$ cat src/mic_pkg.sv
`default_nettype none

package mic_pkg;

  localparam int ADDR_W      = 13;  // Micro-address width
  localparam int REG_W       = 4;   // Register file address
  localparam int LOOP_W      = 6;
  localparam int STACK_DEPTH = 4;
  localparam int STK_CNT_W   = $clog2(STACK_DEPTH + 1);
  localparam int SC_W        = 4;   // Address source on top, stack op below

  // Stack operation in sc[1:0]
  localparam logic [1:0] STK_HOLD = 2'd0;
  localparam logic [1:0] STK_POP  = 2'd1;
  localparam logic [1:0] STK_LOAD = 2'd2;
  localparam logic [1:0] STK_PUSH = 2'd3;

  // Address source in sc[3:2]
  localparam logic [1:0] SRC_NEXT = 2'd0;
  localparam logic [1:0] SRC_JUMP = 2'd1;
  localparam logic [1:0] SRC_RET  = 2'd2;
  localparam logic [1:0] SRC_HOLD = 2'd3;

  // Test inputs, indices 8 to 15 are the inverted copies
  localparam int TEST_ZF        = 0;
  localparam int TEST_CRY       = 1;
  localparam int TEST_OVF       = 2;
  localparam int TEST_IRQ       = 3;
  localparam int TEST_STP       = 4;
  localparam int TEST_F11       = 5;
  localparam int TEST_F15       = 6;
  localparam int TEST_LOOP_DONE = 7;

  typedef struct packed {
    logic [REG_W-1:0] lcc;  // Loop compare value
    logic [SC_W-1:0]  fs;   // Sequencer code on false
    logic [3:0]       tsel; // Test select
  } cond_fields_t;

  // Low micro-word bits, read as jump target or as condition fields
  typedef union packed {
    logic [11:0]  target;
    cond_fields_t fields;
  } mic_word_t;

endpackage

`default_nettype wire

$ cat src/cga_mic.sv
`timescale 1ns/1ps
`default_nettype none

module cga_mic (
  input  logic                       mclk,
  input  logic                       rst,
  input  logic [15:0]                cd,
  input  logic [15:0]                csbit,
  input  logic                       cscond,
  input  logic                       csloop,
  input  logic [mic_pkg::SC_W-1:0]   csts,
  input  logic [1:0]                 csrasel,
  input  logic [1:0]                 csrbsel,
  input  logic [mic_pkg::REG_W-1:0]  csrb,
  input  logic [mic_pkg::REG_W-1:0]  pil,
  input  logic                       ldirv,
  input  logic                       ldlc,
  input  logic                       zf,
  input  logic                       cry,
  input  logic                       ovf,
  input  logic                       irq,
  input  logic                       stp,
  input  logic                       f11,
  input  logic                       f15,
  output logic [mic_pkg::ADDR_W-1:0] ma,
  output logic [mic_pkg::REG_W-1:0]  laa,
  output logic [mic_pkg::REG_W-1:0]  lba,
  output logic                       cond,
  output logic [mic_pkg::SC_W-1:0]   sc,
  output logic                       deep,
  output logic                       loop_done
);

  mic_pkg::mic_word_t         word;
  logic [7:0]                 tests;
  logic [mic_pkg::REG_W-1:0]  lcc;
  logic [mic_pkg::LOOP_W-1:0] lc;
  logic [mic_pkg::ADDR_W-1:0] next_addr;
  logic [mic_pkg::ADDR_W-1:0] ret;

  assign word = csbit[11:0];

  assign tests[mic_pkg::TEST_ZF]        = zf;
  assign tests[mic_pkg::TEST_CRY]       = cry;
  assign tests[mic_pkg::TEST_OVF]       = ovf;
  assign tests[mic_pkg::TEST_IRQ]       = irq;
  assign tests[mic_pkg::TEST_STP]       = stp;
  assign tests[mic_pkg::TEST_F11]       = f11;
  assign tests[mic_pkg::TEST_F15]       = f15;
  assign tests[mic_pkg::TEST_LOOP_DONE] = loop_done;

  mic_cond_select i_cond_select (
    .mclk   (mclk),
    .rst    (rst),
    .cscond (cscond),
    .word   (word),
    .tests  (tests),
    .csts   (csts),
    .lcc    (lcc),
    .cond   (cond),
    .sc     (sc)
  );

  mic_loop_counter i_loop_counter (
    .mclk      (mclk),
    .rst       (rst),
    .ldlc      (ldlc),
    .csloop    (csloop),
    .load_val  (cd[mic_pkg::LOOP_W-1:0]),
    .lcc       (lcc),
    .lc        (lc),
    .loop_done (loop_done)
  );

  mic_operand_select i_operand_select (
    .mclk    (mclk),
    .rst     (rst),
    .ldirv   (ldirv),
    .cd_ir   (cd[6:0]),
    .csrasel (csrasel),
    .csrbsel (csrbsel),
    .csa     (csbit[15:12]),
    .csrb    (csrb),
    .pil     (pil),
    .lc      (lc[mic_pkg::REG_W-1:0]),  // Low nibble only
    .laa     (laa),
    .lba     (lba)
  );

  mic_return_stack i_return_stack (
    .mclk      (mclk),
    .rst       (rst),
    .stack_op  (sc[1:0]),
    .next_addr (next_addr),
    .ret       (ret),
    .deep      (deep)
  );

  mic_addr_select i_addr_select (
    .mclk      (mclk),
    .rst       (rst),
    .addr_src  (sc[3:2]),
    .word      (word),
    .ret       (ret),
    .ma        (ma),
    .next_addr (next_addr)
  );

endmodule

`default_nettype wire

$ cat src/mic_addr_select.sv
`timescale 1ns/1ps
`default_nettype none

module mic_addr_select (
  input  logic                       mclk,
  input  logic                       rst,
  input  logic [1:0]                 addr_src,
  input  mic_pkg::mic_word_t         word,
  input  logic [mic_pkg::ADDR_W-1:0] ret,
  output logic [mic_pkg::ADDR_W-1:0] ma,
  output logic [mic_pkg::ADDR_W-1:0] next_addr
);

  logic [mic_pkg::ADDR_W-1:0] jump_addr;
  logic [mic_pkg::ADDR_W-1:0] ma_d;

  // Incrementer, wraps at the top of the control store
  assign next_addr = ma + 1'b1;

  // Target field zero extended to full address
  assign jump_addr = mic_pkg::ADDR_W'(word.target);

  always_comb begin
    case (addr_src)
      mic_pkg::SRC_NEXT: ma_d = next_addr;
      mic_pkg::SRC_JUMP: ma_d = jump_addr;
      mic_pkg::SRC_RET:  ma_d = ret;     // Return from subroutine
      mic_pkg::SRC_HOLD: ma_d = ma;
      default:           ma_d = ma;
    endcase
  end

  // Micro-address register
  always_ff @(posedge mclk) begin
    if (rst) begin
      ma <= '0;
    end else begin
      ma <= ma_d;
    end
  end

endmodule

`default_nettype wire

$ cat src/mic_cond_select.sv
`timescale 1ns/1ps
`default_nettype none

module mic_cond_select (
  input  logic                      mclk,
  input  logic                      rst,
  input  logic                      cscond,
  input  mic_pkg::mic_word_t        word,
  input  logic [7:0]                tests,
  input  logic [mic_pkg::SC_W-1:0]  csts,
  output logic [mic_pkg::REG_W-1:0] lcc,
  output logic                      cond,
  output logic [mic_pkg::SC_W-1:0]  sc
);

  logic [mic_pkg::SC_W-1:0] fs;
  logic [3:0]               tsel;
  logic [15:0]              test_vec;

  // Condition register
  always_ff @(posedge mclk) begin
    if (rst) begin
      lcc  <= '0;
      fs   <= '0;
      tsel <= '0;
    end else if (cscond) begin
      lcc  <= word.fields.lcc;
      fs   <= word.fields.fs;
      tsel <= word.fields.tsel;
    end
  end

  assign test_vec = {~tests, tests};    // Upper half tests for false

  always_ff @(posedge mclk) begin
    if (rst) begin
      cond <= 1'b0;
    end else begin
      cond <= test_vec[tsel];           // Always the latched select
    end
  end

  // True branch comes from the live micro-word field
  assign sc = cond ? csts : fs;

endmodule

`default_nettype wire

$ cat src/mic_loop_counter.sv
`timescale 1ns/1ps
`default_nettype none

module mic_loop_counter (
  input  logic                       mclk,
  input  logic                       rst,
  input  logic                       ldlc,
  input  logic                       csloop,
  input  logic [mic_pkg::LOOP_W-1:0] load_val,
  input  logic [mic_pkg::REG_W-1:0]  lcc,
  output logic [mic_pkg::LOOP_W-1:0] lc,
  output logic                       loop_done
);

  logic count_zero;

  assign count_zero = (lc == '0);

  always_ff @(posedge mclk) begin
    if (rst) begin
      lc <= '0;
    end else if (ldlc) begin
      lc <= load_val;                  // Load wins over counting
    end else if (csloop && !count_zero) begin
      lc <= lc - 1'b1;                 // Sticks at zero
    end
  end

  // Upper count bits must be clear for the nibble compare to count
  assign loop_done = (lc[mic_pkg::LOOP_W-1:mic_pkg::REG_W] == '0) &&
                     (lc[mic_pkg::REG_W-1:0] == lcc);

endmodule

`default_nettype wire

$ cat src/mic_operand_select.sv
`timescale 1ns/1ps
`default_nettype none

module mic_operand_select (
  input  logic                      mclk,
  input  logic                      rst,
  input  logic                      ldirv,
  input  logic [6:0]                cd_ir,
  input  logic [1:0]                csrasel,
  input  logic [1:0]                csrbsel,
  input  logic [mic_pkg::REG_W-1:0] csa,
  input  logic [mic_pkg::REG_W-1:0] csrb,
  input  logic [mic_pkg::REG_W-1:0] pil,
  input  logic [mic_pkg::REG_W-1:0] lc,
  output logic [mic_pkg::REG_W-1:0] laa,
  output logic [mic_pkg::REG_W-1:0] lba
);

  logic [6:0]                ir;      // Latched instruction field
  logic [mic_pkg::REG_W-1:0] laa_d;
  logic [mic_pkg::REG_W-1:0] lba_d;

  always_ff @(posedge mclk) begin
    if (rst) begin
      ir <= '0;
    end else if (ldirv) begin
      ir <= cd_ir;
    end
  end

  // A operand source
  always_comb begin
    case (csrasel)
      2'd0:    laa_d = csa;             // Straight from the micro-word
      2'd1:    laa_d = pil;             // Current priority level
      2'd2:    laa_d = ir[6:3];
      default: laa_d = lc;              // Indexed by loop count
    endcase
  end

  // B operand source
  always_comb begin
    case (csrbsel)
      2'd0:    lba_d = csrb;
      2'd1:    lba_d = {1'b0, ir[2:0]}; // Instruction reg field low
      2'd2:    lba_d = {1'b0, ir[5:3]}; // Instruction reg field high
      default: lba_d = lc;
    endcase
  end

  always_ff @(posedge mclk) begin
    if (rst) begin
      laa <= '0;
      lba <= '0;
    end else begin
      laa <= laa_d;
      lba <= lba_d;
    end
  end

endmodule

`default_nettype wire

$ cat src/mic_return_stack.sv
`timescale 1ns/1ps
`default_nettype none

module mic_return_stack (
  input  logic                       mclk,
  input  logic                       rst,
  input  logic [1:0]                 stack_op,
  input  logic [mic_pkg::ADDR_W-1:0] next_addr,
  output logic [mic_pkg::ADDR_W-1:0] ret,
  output logic                       deep
);

  localparam int Depth = mic_pkg::STACK_DEPTH;

  logic [mic_pkg::ADDR_W-1:0]    entry [Depth];  // Entry 0 is the top
  logic [mic_pkg::STK_CNT_W-1:0] count;

  always_ff @(posedge mclk) begin
    if (rst) begin
      for (int i = 0; i < Depth; i++) begin
        entry[i] <= '0;
      end
      count <= '0;
    end else begin
      case (stack_op)
        mic_pkg::STK_PUSH: begin
          entry[0] <= next_addr;
          for (int i = 1; i < Depth; i++) begin
            entry[i] <= entry[i-1];     // Oldest falls off the bottom
          end
          if (!deep) count <= count + 1'b1;
        end
        mic_pkg::STK_POP: begin
          for (int i = 0; i < Depth - 1; i++) begin
            entry[i] <= entry[i+1];
          end
          entry[Depth-1] <= '0;         // Keeps unused slots at zero
          if (count != '0) count <= count - 1'b1;
        end
        mic_pkg::STK_LOAD: begin
          entry[0] <= next_addr;
          if (count == '0) count <= 1'b1; // Top now holds a value
        end
        mic_pkg::STK_HOLD: ;
        default: ;
      endcase
    end
  end

  assign ret  = entry[0];
  assign deep = (count == mic_pkg::STK_CNT_W'(Depth));

endmodule

`default_nettype wire
$ cat config.mk
export PLATFORM = sky130hd
export DESIGN_NAME = cga_mic
export DESIGN_NICKNAME = d
export VERILOG_FILES = /design/src/mic_pkg.sv /design/src/cga_mic.sv /design/src/mic_addr_select.sv /design/src/mic_cond_select.sv /design/src/mic_loop_counter.sv /design/src/mic_operand_select.sv /design/src/mic_return_stack.sv
export SDC_FILE = /design/constraint.sdc
export NUM_CORES = 1
export LEC_CHECK = 0
export ABC_CLOCK_PERIOD_IN_PS = 2600
export BUFFER_PORTS_ARGS = -buffer_cell sky130_fd_sc_hd__clkbuf_2
export CELL_PAD_IN_SITES_DETAIL_PLACEMENT = 1
export CELL_PAD_IN_SITES_GLOBAL_PLACEMENT = 2
export CORE_MARGIN = 3
export CORE_UTILIZATION = 36
export CTS_CLUSTER_SIZE = 40
export DETAILED_ROUTE_END_ITERATION = 10
export GPL_ROUTABILITY_DRIVEN = 0
export PLACE_DENSITY_LB_ADDON = 0.1
export SETUP_SLACK_MARGIN = 0.05
export SLEW_MARGIN = 5
export SYNTH_ARGS = -nofsm -noshare
export SYNTH_HDL_FRONTEND = slang
export SYNTH_SLANG_ARGS = --single-unit
export TNS_END_PERCENT = 5
$ cat constraint.sdc
create_clock -name mclk -period 2.6 [get_ports mclk]
set_input_delay 0 -clock mclk [delete_from_list [all_inputs] [get_ports mclk]]
set_output_delay 0 -clock mclk [all_outputs]
set_load 0.05 [all_outputs]
# [Word level (Yosys, flattened, before mapping)]
# Memory sizes are Yosys's and may differ from the RTL's.
# Index checks and enable logic that the tools add are counted.
[word_totals] reg_bits=50 ram_bits=52 inputBits=61 out_inout_bits=28 wordCells=86 mem_count=1
[classes] n_addsub=4 order_cmp=1 eq_ne=15 mux=32 bitwise=10 reduce_logical=13
[mem_list] memory="i_return_stack.entry" words=4 width=13 read_ports=4 rd_clocked_by_memory_dff=0 wr=4 line="mic_return_stack.sv:15" text="logic [mic_pkg::ADDR_W-1:0] entry [Depth];"
[ops] operator="$mux 13" count=9
[ops] operator="$pmux 13 s3" count=1
[ops] operator="$pmux 4 s3" count=2
[ops] operator="$add 13x1->13 const B" count=1
[ops] operator="$eq 2x2->1 const B" count=6
[ops] operator="$mux 1" count=12
[ops] operator="$mux 6" count=2
[ops] operator="$mux 3" count=3
[ops] operator="$or 1x1->1" count=9
[ops] operator="$pmux 3 s3" count=1
[ops] operator="$eq 2x1->1 const B" count=4
[ops] operator="$logic_not 2->1" count=4
[ops] operator="$not 8->8" count=1
[ops] operator="$logic_not 6->1" count=1
[ops] operator="$reduce_bool 3->1" count=2
[ops] operator="$sub 6x1->6 const B" count=1
[ops] operator="$lt 4x5->1 const B" count=1
[ops] operator="$bmux 1 s4" count=1
[ops] operator="$eq 4x4->1" count=1
[ops] operator="$mux 4" count=1
[ops] operator="$ne 2x1->1 const B" count=2
[ops] operator="$reduce_and 4->1" count=1
[ops] operator="$add 3x1->3 const B" count=1
[ops] operator="$eq 3x3->1 const B" count=1
[ops] operator="other kinds (6)" count=7

# [Depth between registers and ports, before layout]
[logic_depth] word_depth=8 ltp_mapped=10 ltp_nobuf=8

# [Cells and area by module]
# A second synthesis with hierarchy kept.
[unflattened] hier_cells=446 hier_area_um2=5066.1
[modules_own_cells] mod="mic_return_stack" n_inst=1 cells_each=149 area_per_inst_um2=2323.5 seq_area_each_um2=1621.6
[modules_own_cells] mod="mic_addr_select" n_inst=1 cells_each=141 area_per_inst_um2=1073.5 seq_area_each_um2=260.2
[modules_own_cells] mod="mic_operand_select" n_inst=1 cells_each=48 area_per_inst_um2=636.9 seq_area_each_um2=300.3
[modules_own_cells] mod="mic_cond_select" n_inst=1 cells_each=52 area_per_inst_um2=578.1 seq_area_each_um2=260.2
[modules_own_cells] mod="mic_loop_counter" n_inst=1 cells_each=56 area_per_inst_um2=454.2 seq_area_each_um2=120.1

# [Worst setup path before layout]
# No wires, ideal clock.
[synth_path] kind="register -> register" from="register i_cond_select.cond" to="register i_addr_select.ma[9] in the netlist's numbering" setup_time_ns=0.119 arrival_ns=2.511 t_required_ns=2.481 path_slack_ns=-0.030 stages_incl_launch_ff=10 n_path_buf=3 synth_period_minus_slack_ns=2.630 cell_sequence="dfxtp_1 -> buf_6 -> mux2i_1 -> inv_1 -> ha_1 -> buf_2 -> clkbuf_1 -> a221oi_1 -> a31oi_1 -> o221a_2"
[synth_between] elab_chain_cells=3 elab_cells_between_ends=6 classes_between="eq/ne (3); mux (2); reduce/logical (1)"
[synth_rtl] element="from (decl)" line="mic_cond_select.sv:12" text="output logic cond,"
[synth_rtl] element="from (signal assigned)" line="mic_cond_select.sv:39" text="cond <= test_vec[tsel];"
[synth_rtl] element="$mux 4 *" line="mic_cond_select.sv:44" text="assign sc = cond ? csts : fs;"
[synth_rtl] element="named net sc, one bit" line="cga_mic.sv:29" text="output logic [mic_pkg::SC_W-1:0] sc,"
[synth_rtl] element="$eq 2x2->1, or another cell as far along" line="mic_addr_select.sv:24" text="case (addr_src)"
[synth_rtl] element="$pmux 13 s3" line="mic_addr_select.sv:24"
[synth_rtl] element="to (signal assigned)" line="mic_addr_select.sv:38" text="ma <= ma_d;"
[synth_rtl] element="to (decl)" line="mic_addr_select.sv:10" text="output logic [mic_pkg::ADDR_W-1:0] ma,"
# Mark *: on every way through the listed nets, which the timed path passes. The rest lies on a longest branch.
# A chain may end at the register's enable or synchronous reset.

==> impl_metrics.csv <==
group,metric,value,unit
worst_setup_path,crit_buf_inv,1,
yosys,synth.area.top_cells,"edfxtp_1, dfxtp_1, a22o_1",
clock_network,cts-root-buf,"clkbuf_16",
die,dieWidth,123.9,µm
grt,antenna_found_initial,0,
detailed_routing,vias,3859,
timing,fin_crit_sh,83.06,%
job,cap_viol_max_count,0,
worst_hold_path,min_path_type,"in2reg",
yosys,synth_cell_types,58,
worst_setup_path,cp-end-kind,"register",
clock_network,cts_buffer_depth,2,
grt,grt_pass1_wl,22.09,mm
clock_network,cts_sinks,102,
power,ir_drop,0.0003542,V
clock_network,clk_pin_slew,0.07,ns
timing,setup_viol,0,
grt,grt_max_degree,40,
detailed_routing,via_per_inst,5.272,
timing,drv_slew,0,
yosys,synth_area,5002,µm²
timing,hold_viol_final,0,
yosys,synth_top_area_share,31.22,%
yosys,yosys.area.top_type,"edfxtp_1",
yosys,syn_area_per_cell,10.92,µm²
grt,grt_pass1_vias,3995,
run_status,status,"completed",
detailed_routing,drt_iter0_markers,401,
detailed_routing,wl_per_cell,19.05,µm
detailed_routing,drc,0,
final_layout,seq_area,2564,µm²
detailed_routing,met1_length,6.851,mm
yosys,synthFlopType,"edfxtp_1",
clock_network,htree_num_levels,3,
worst_setup_path,critPathRequiredTime,2.77,ns
clock_network,cts-buffers-inserted,9,
die,start_util,37.33,%
grt,grt_use_total,18.95,%
worst_setup_path,path_cells,"mux2i_4, inv_4, nand2_2, nor2_4, nand2_1, o21ai_0",
final_layout,layout-area-overhead-vs-synth,21.66,%
die,core,13400,µm²
detailed_routing,routed-wl-met3,600,µm
grt,grt-ovfl-total,0,
yosys,yosys_warnings,0,
worst_setup_path,path_class,"reg2reg",
detailed_routing,top_layer,"met4",
final_layout,instances_no_fill,732,
placement,dp.cells,694,
worst_setup_path,crit_fanout,39,
yosys,synth-seq-cells,102,
timing,relSlewSlack,40.60,%
die,die_h,123.9,µm
timing,fmax,463.1,MHz
timing,grt_setup_unrepaired,"no",
detailed_routing,wl_met2,6.359,mm
worst_setup_path,start_kind,"register",
worst_setup_path,worstPathArrival,2.33,ns
power,leakage,2.495,nW
yosys,synth_cells,458,
yosys,async_flop_share,0,%
final_layout,final_nets,619,
timing,tightest_slew,0.8889,ns
worst_hold_path,hold_path_depth,3,
power,power_density,703.1,nW/µm²
worst_setup_path,cp_slowest_cell,"nor2_4",
clock_network,insertion_delay,0.35,ns
clock_network,post-cts-setup-buffers,0,
die,rows,42,
worst_setup_path,cp_top_family,"simple AND/OR/NAND/NOR gates",
clock_network,cts_tree,"done",
clock_network,ctsResizeCount,0,
die,num_io_pins,89,
yosys,synth_edf_count,52,
detailed_routing,drtAntennaViolNets,0,
placement,port_buffers,79,
timing,setup-tns-final,0,ns
final_layout,nFillCells,1499,
timing,min_period,2.160,ns
die,dieArea,15350,µm²
placement,post-dp-hpwl,9.774,mm
worst_setup_path,ff2ff_path_depth,6,
worst_setup_path,crit_cells,6,
detailed_routing,dr.pass1.iters,4,
detailed_routing,wl,13.94,mm
final_layout,drive_above_1_share,23.20,%
final_layout,multi_input_area,2223,µm²
timing,skew,0.007639,ns
yosys,yosysSeqAreaShare,51.23,%
worst_setup_path,critical_path.max_stage_delay,0.68,ns
yosys,synth_fp_nets,526,
final_layout,n_antenna_cell,0,
## per-layer routing
layer  global-route usage [%]  vias up
met5                        0        -
met4                    3.945        0
met3                    4.314       11
met2                    28.32       67
met1                    28.11     1896
li1                         -     1885
## sequential cells by signal, indices dropped and copies added, names as in the netlist
name / count
i_operand_select.ir: 7
i_cond_select.fs: 4
i_return_stack.count: 3
i_cond_select.cond: 1
i_operand_select.lba: 4
i_operand_select.laa: 4
i_cond_select.lcc: 4
i_addr_select.ma: 13
i_return_stack.entry: 52
i_cond_select.tsel: 4
i_loop_counter.lc: 6
## worst paths after layout
check | startpoint | endpoint | slack, ns
worst min register to register | i_operand_select.ir[1] | i_operand_select.ir[1] | 0.50
worst max-delay path | i_cond_select.cond | i_return_stack.entry[0][10] | 0.44
worst max register to register | i_cond_select.cond | i_return_stack.entry[0][10] | 0.44
worst min-delay path | ldlc | i_loop_counter.lc[1] | 0.06
## report_power, final
group	switching, W	leakage (nW)	total, W	internal (W)
Combinational	0.000535	1.37	0.000855	0.000320
Clock	0.000669	0.151	0.00144	0.000770
Sequential	0.000134	0.972	0.00198	0.00185
Total	0.00134	2.50	0.00428	0.00294
## repair_timing
action | 4_1_cts | 5_1_grt
endpoints found under the hold margin | 26 | 0
endpoints found under the setup margin | 0 | 0
hold buffers | 22 | 0
## cells in the final DEF (no fill, tap or decap), drive strengths merged, types with 2 or more instances in the layout
master / Yosys / layout
xor2: 6 / 6
inv: 17 / 22
o221a: 2 / 2
a22o: 27 / 27
nand2b: 4 / 4
mux2i: 25 / 25
a211oi: 2 / 2
nand2: 27 / 27
clkbuf: 16 / 88
mux4: 8 / 8
o22ai: 4 / 4
a22oi: 8 / 8
ha: 6 / 6
edfxtp: 52 / 52
a21o: 2 / 2
nor2: 41 / 41
a221oi: 5 / 5
and2: 12 / 12
and3: 19 / 19
a21oi: 28 / 28
xnor2: 11 / 11
nand3: 12 / 12
nor2b: 4 / 4
nand3b: 2 / 2
buf: 13 / 10
o21ai: 21 / 21
nor3: 10 / 10
a211o: 2 / 2
a31oi: 6 / 6
dfxtp: 50 / 50
dlygate4sd3: 0 / 22
## per-stage QoR
step	setup slack [ns]	hold slack (ns)	cell area, µm²	util, %	power (W)
floorplan	0.1444	0.1360	5004	-	0.002575
global placement	0.4768	0.2539	5557	41.47	0.002831
detailed placement	0.4475	0.2624	5557	41.47	0.002853
CTS	0.4027	0.03714	6086	45.42	0.004334
global route	0.2358	0.06750	6086	45.42	0.004485
finish	0.4404	0.05628	6086	45.42	0.004279
## synth_stat cells (12+ instances only)
cell / instances
a21oi_1: 28
a22o_1: 27
and2_1: 12
and3_1: 19
clkbuf_1: 16
dfxtp_1: 50
edfxtp_1: 52
inv_1: 15
mux2i_1: 23
nand2_1: 26
nand3_1: 12
nor2_1: 38
o21ai_0: 20
## cell type report
cell class,count,area share (%)
Clock inverter,7,1.377
Inverter,17,1.090
Sequential cell,102,42.13
Clock buffer,9,3.701
Tap cell,176,3.618
Timing Repair Buffer,111,11.55
Multi-Input combinational cell,310,36.53
## cells by family (layout without fill, tap and decap cells)
logic type,count (synthesis),in the layout,share of synthesized area (%)
flops,102,102,51.23
xor+xnor,17,17,2.976
buf+inv,46,144,4.327
fa+ha+maj,7,7,1.901
simple gates,137,137,13.91
compound gates,115,115,16.33
mux,34,34,9.330
## worst min-delay path: stages
cell,delay [ns]
clkbuf_2,0.19
nand2_1,0.12
a21oi_1,0.05
Note: power is estimated with default switching activity, not from simulation.
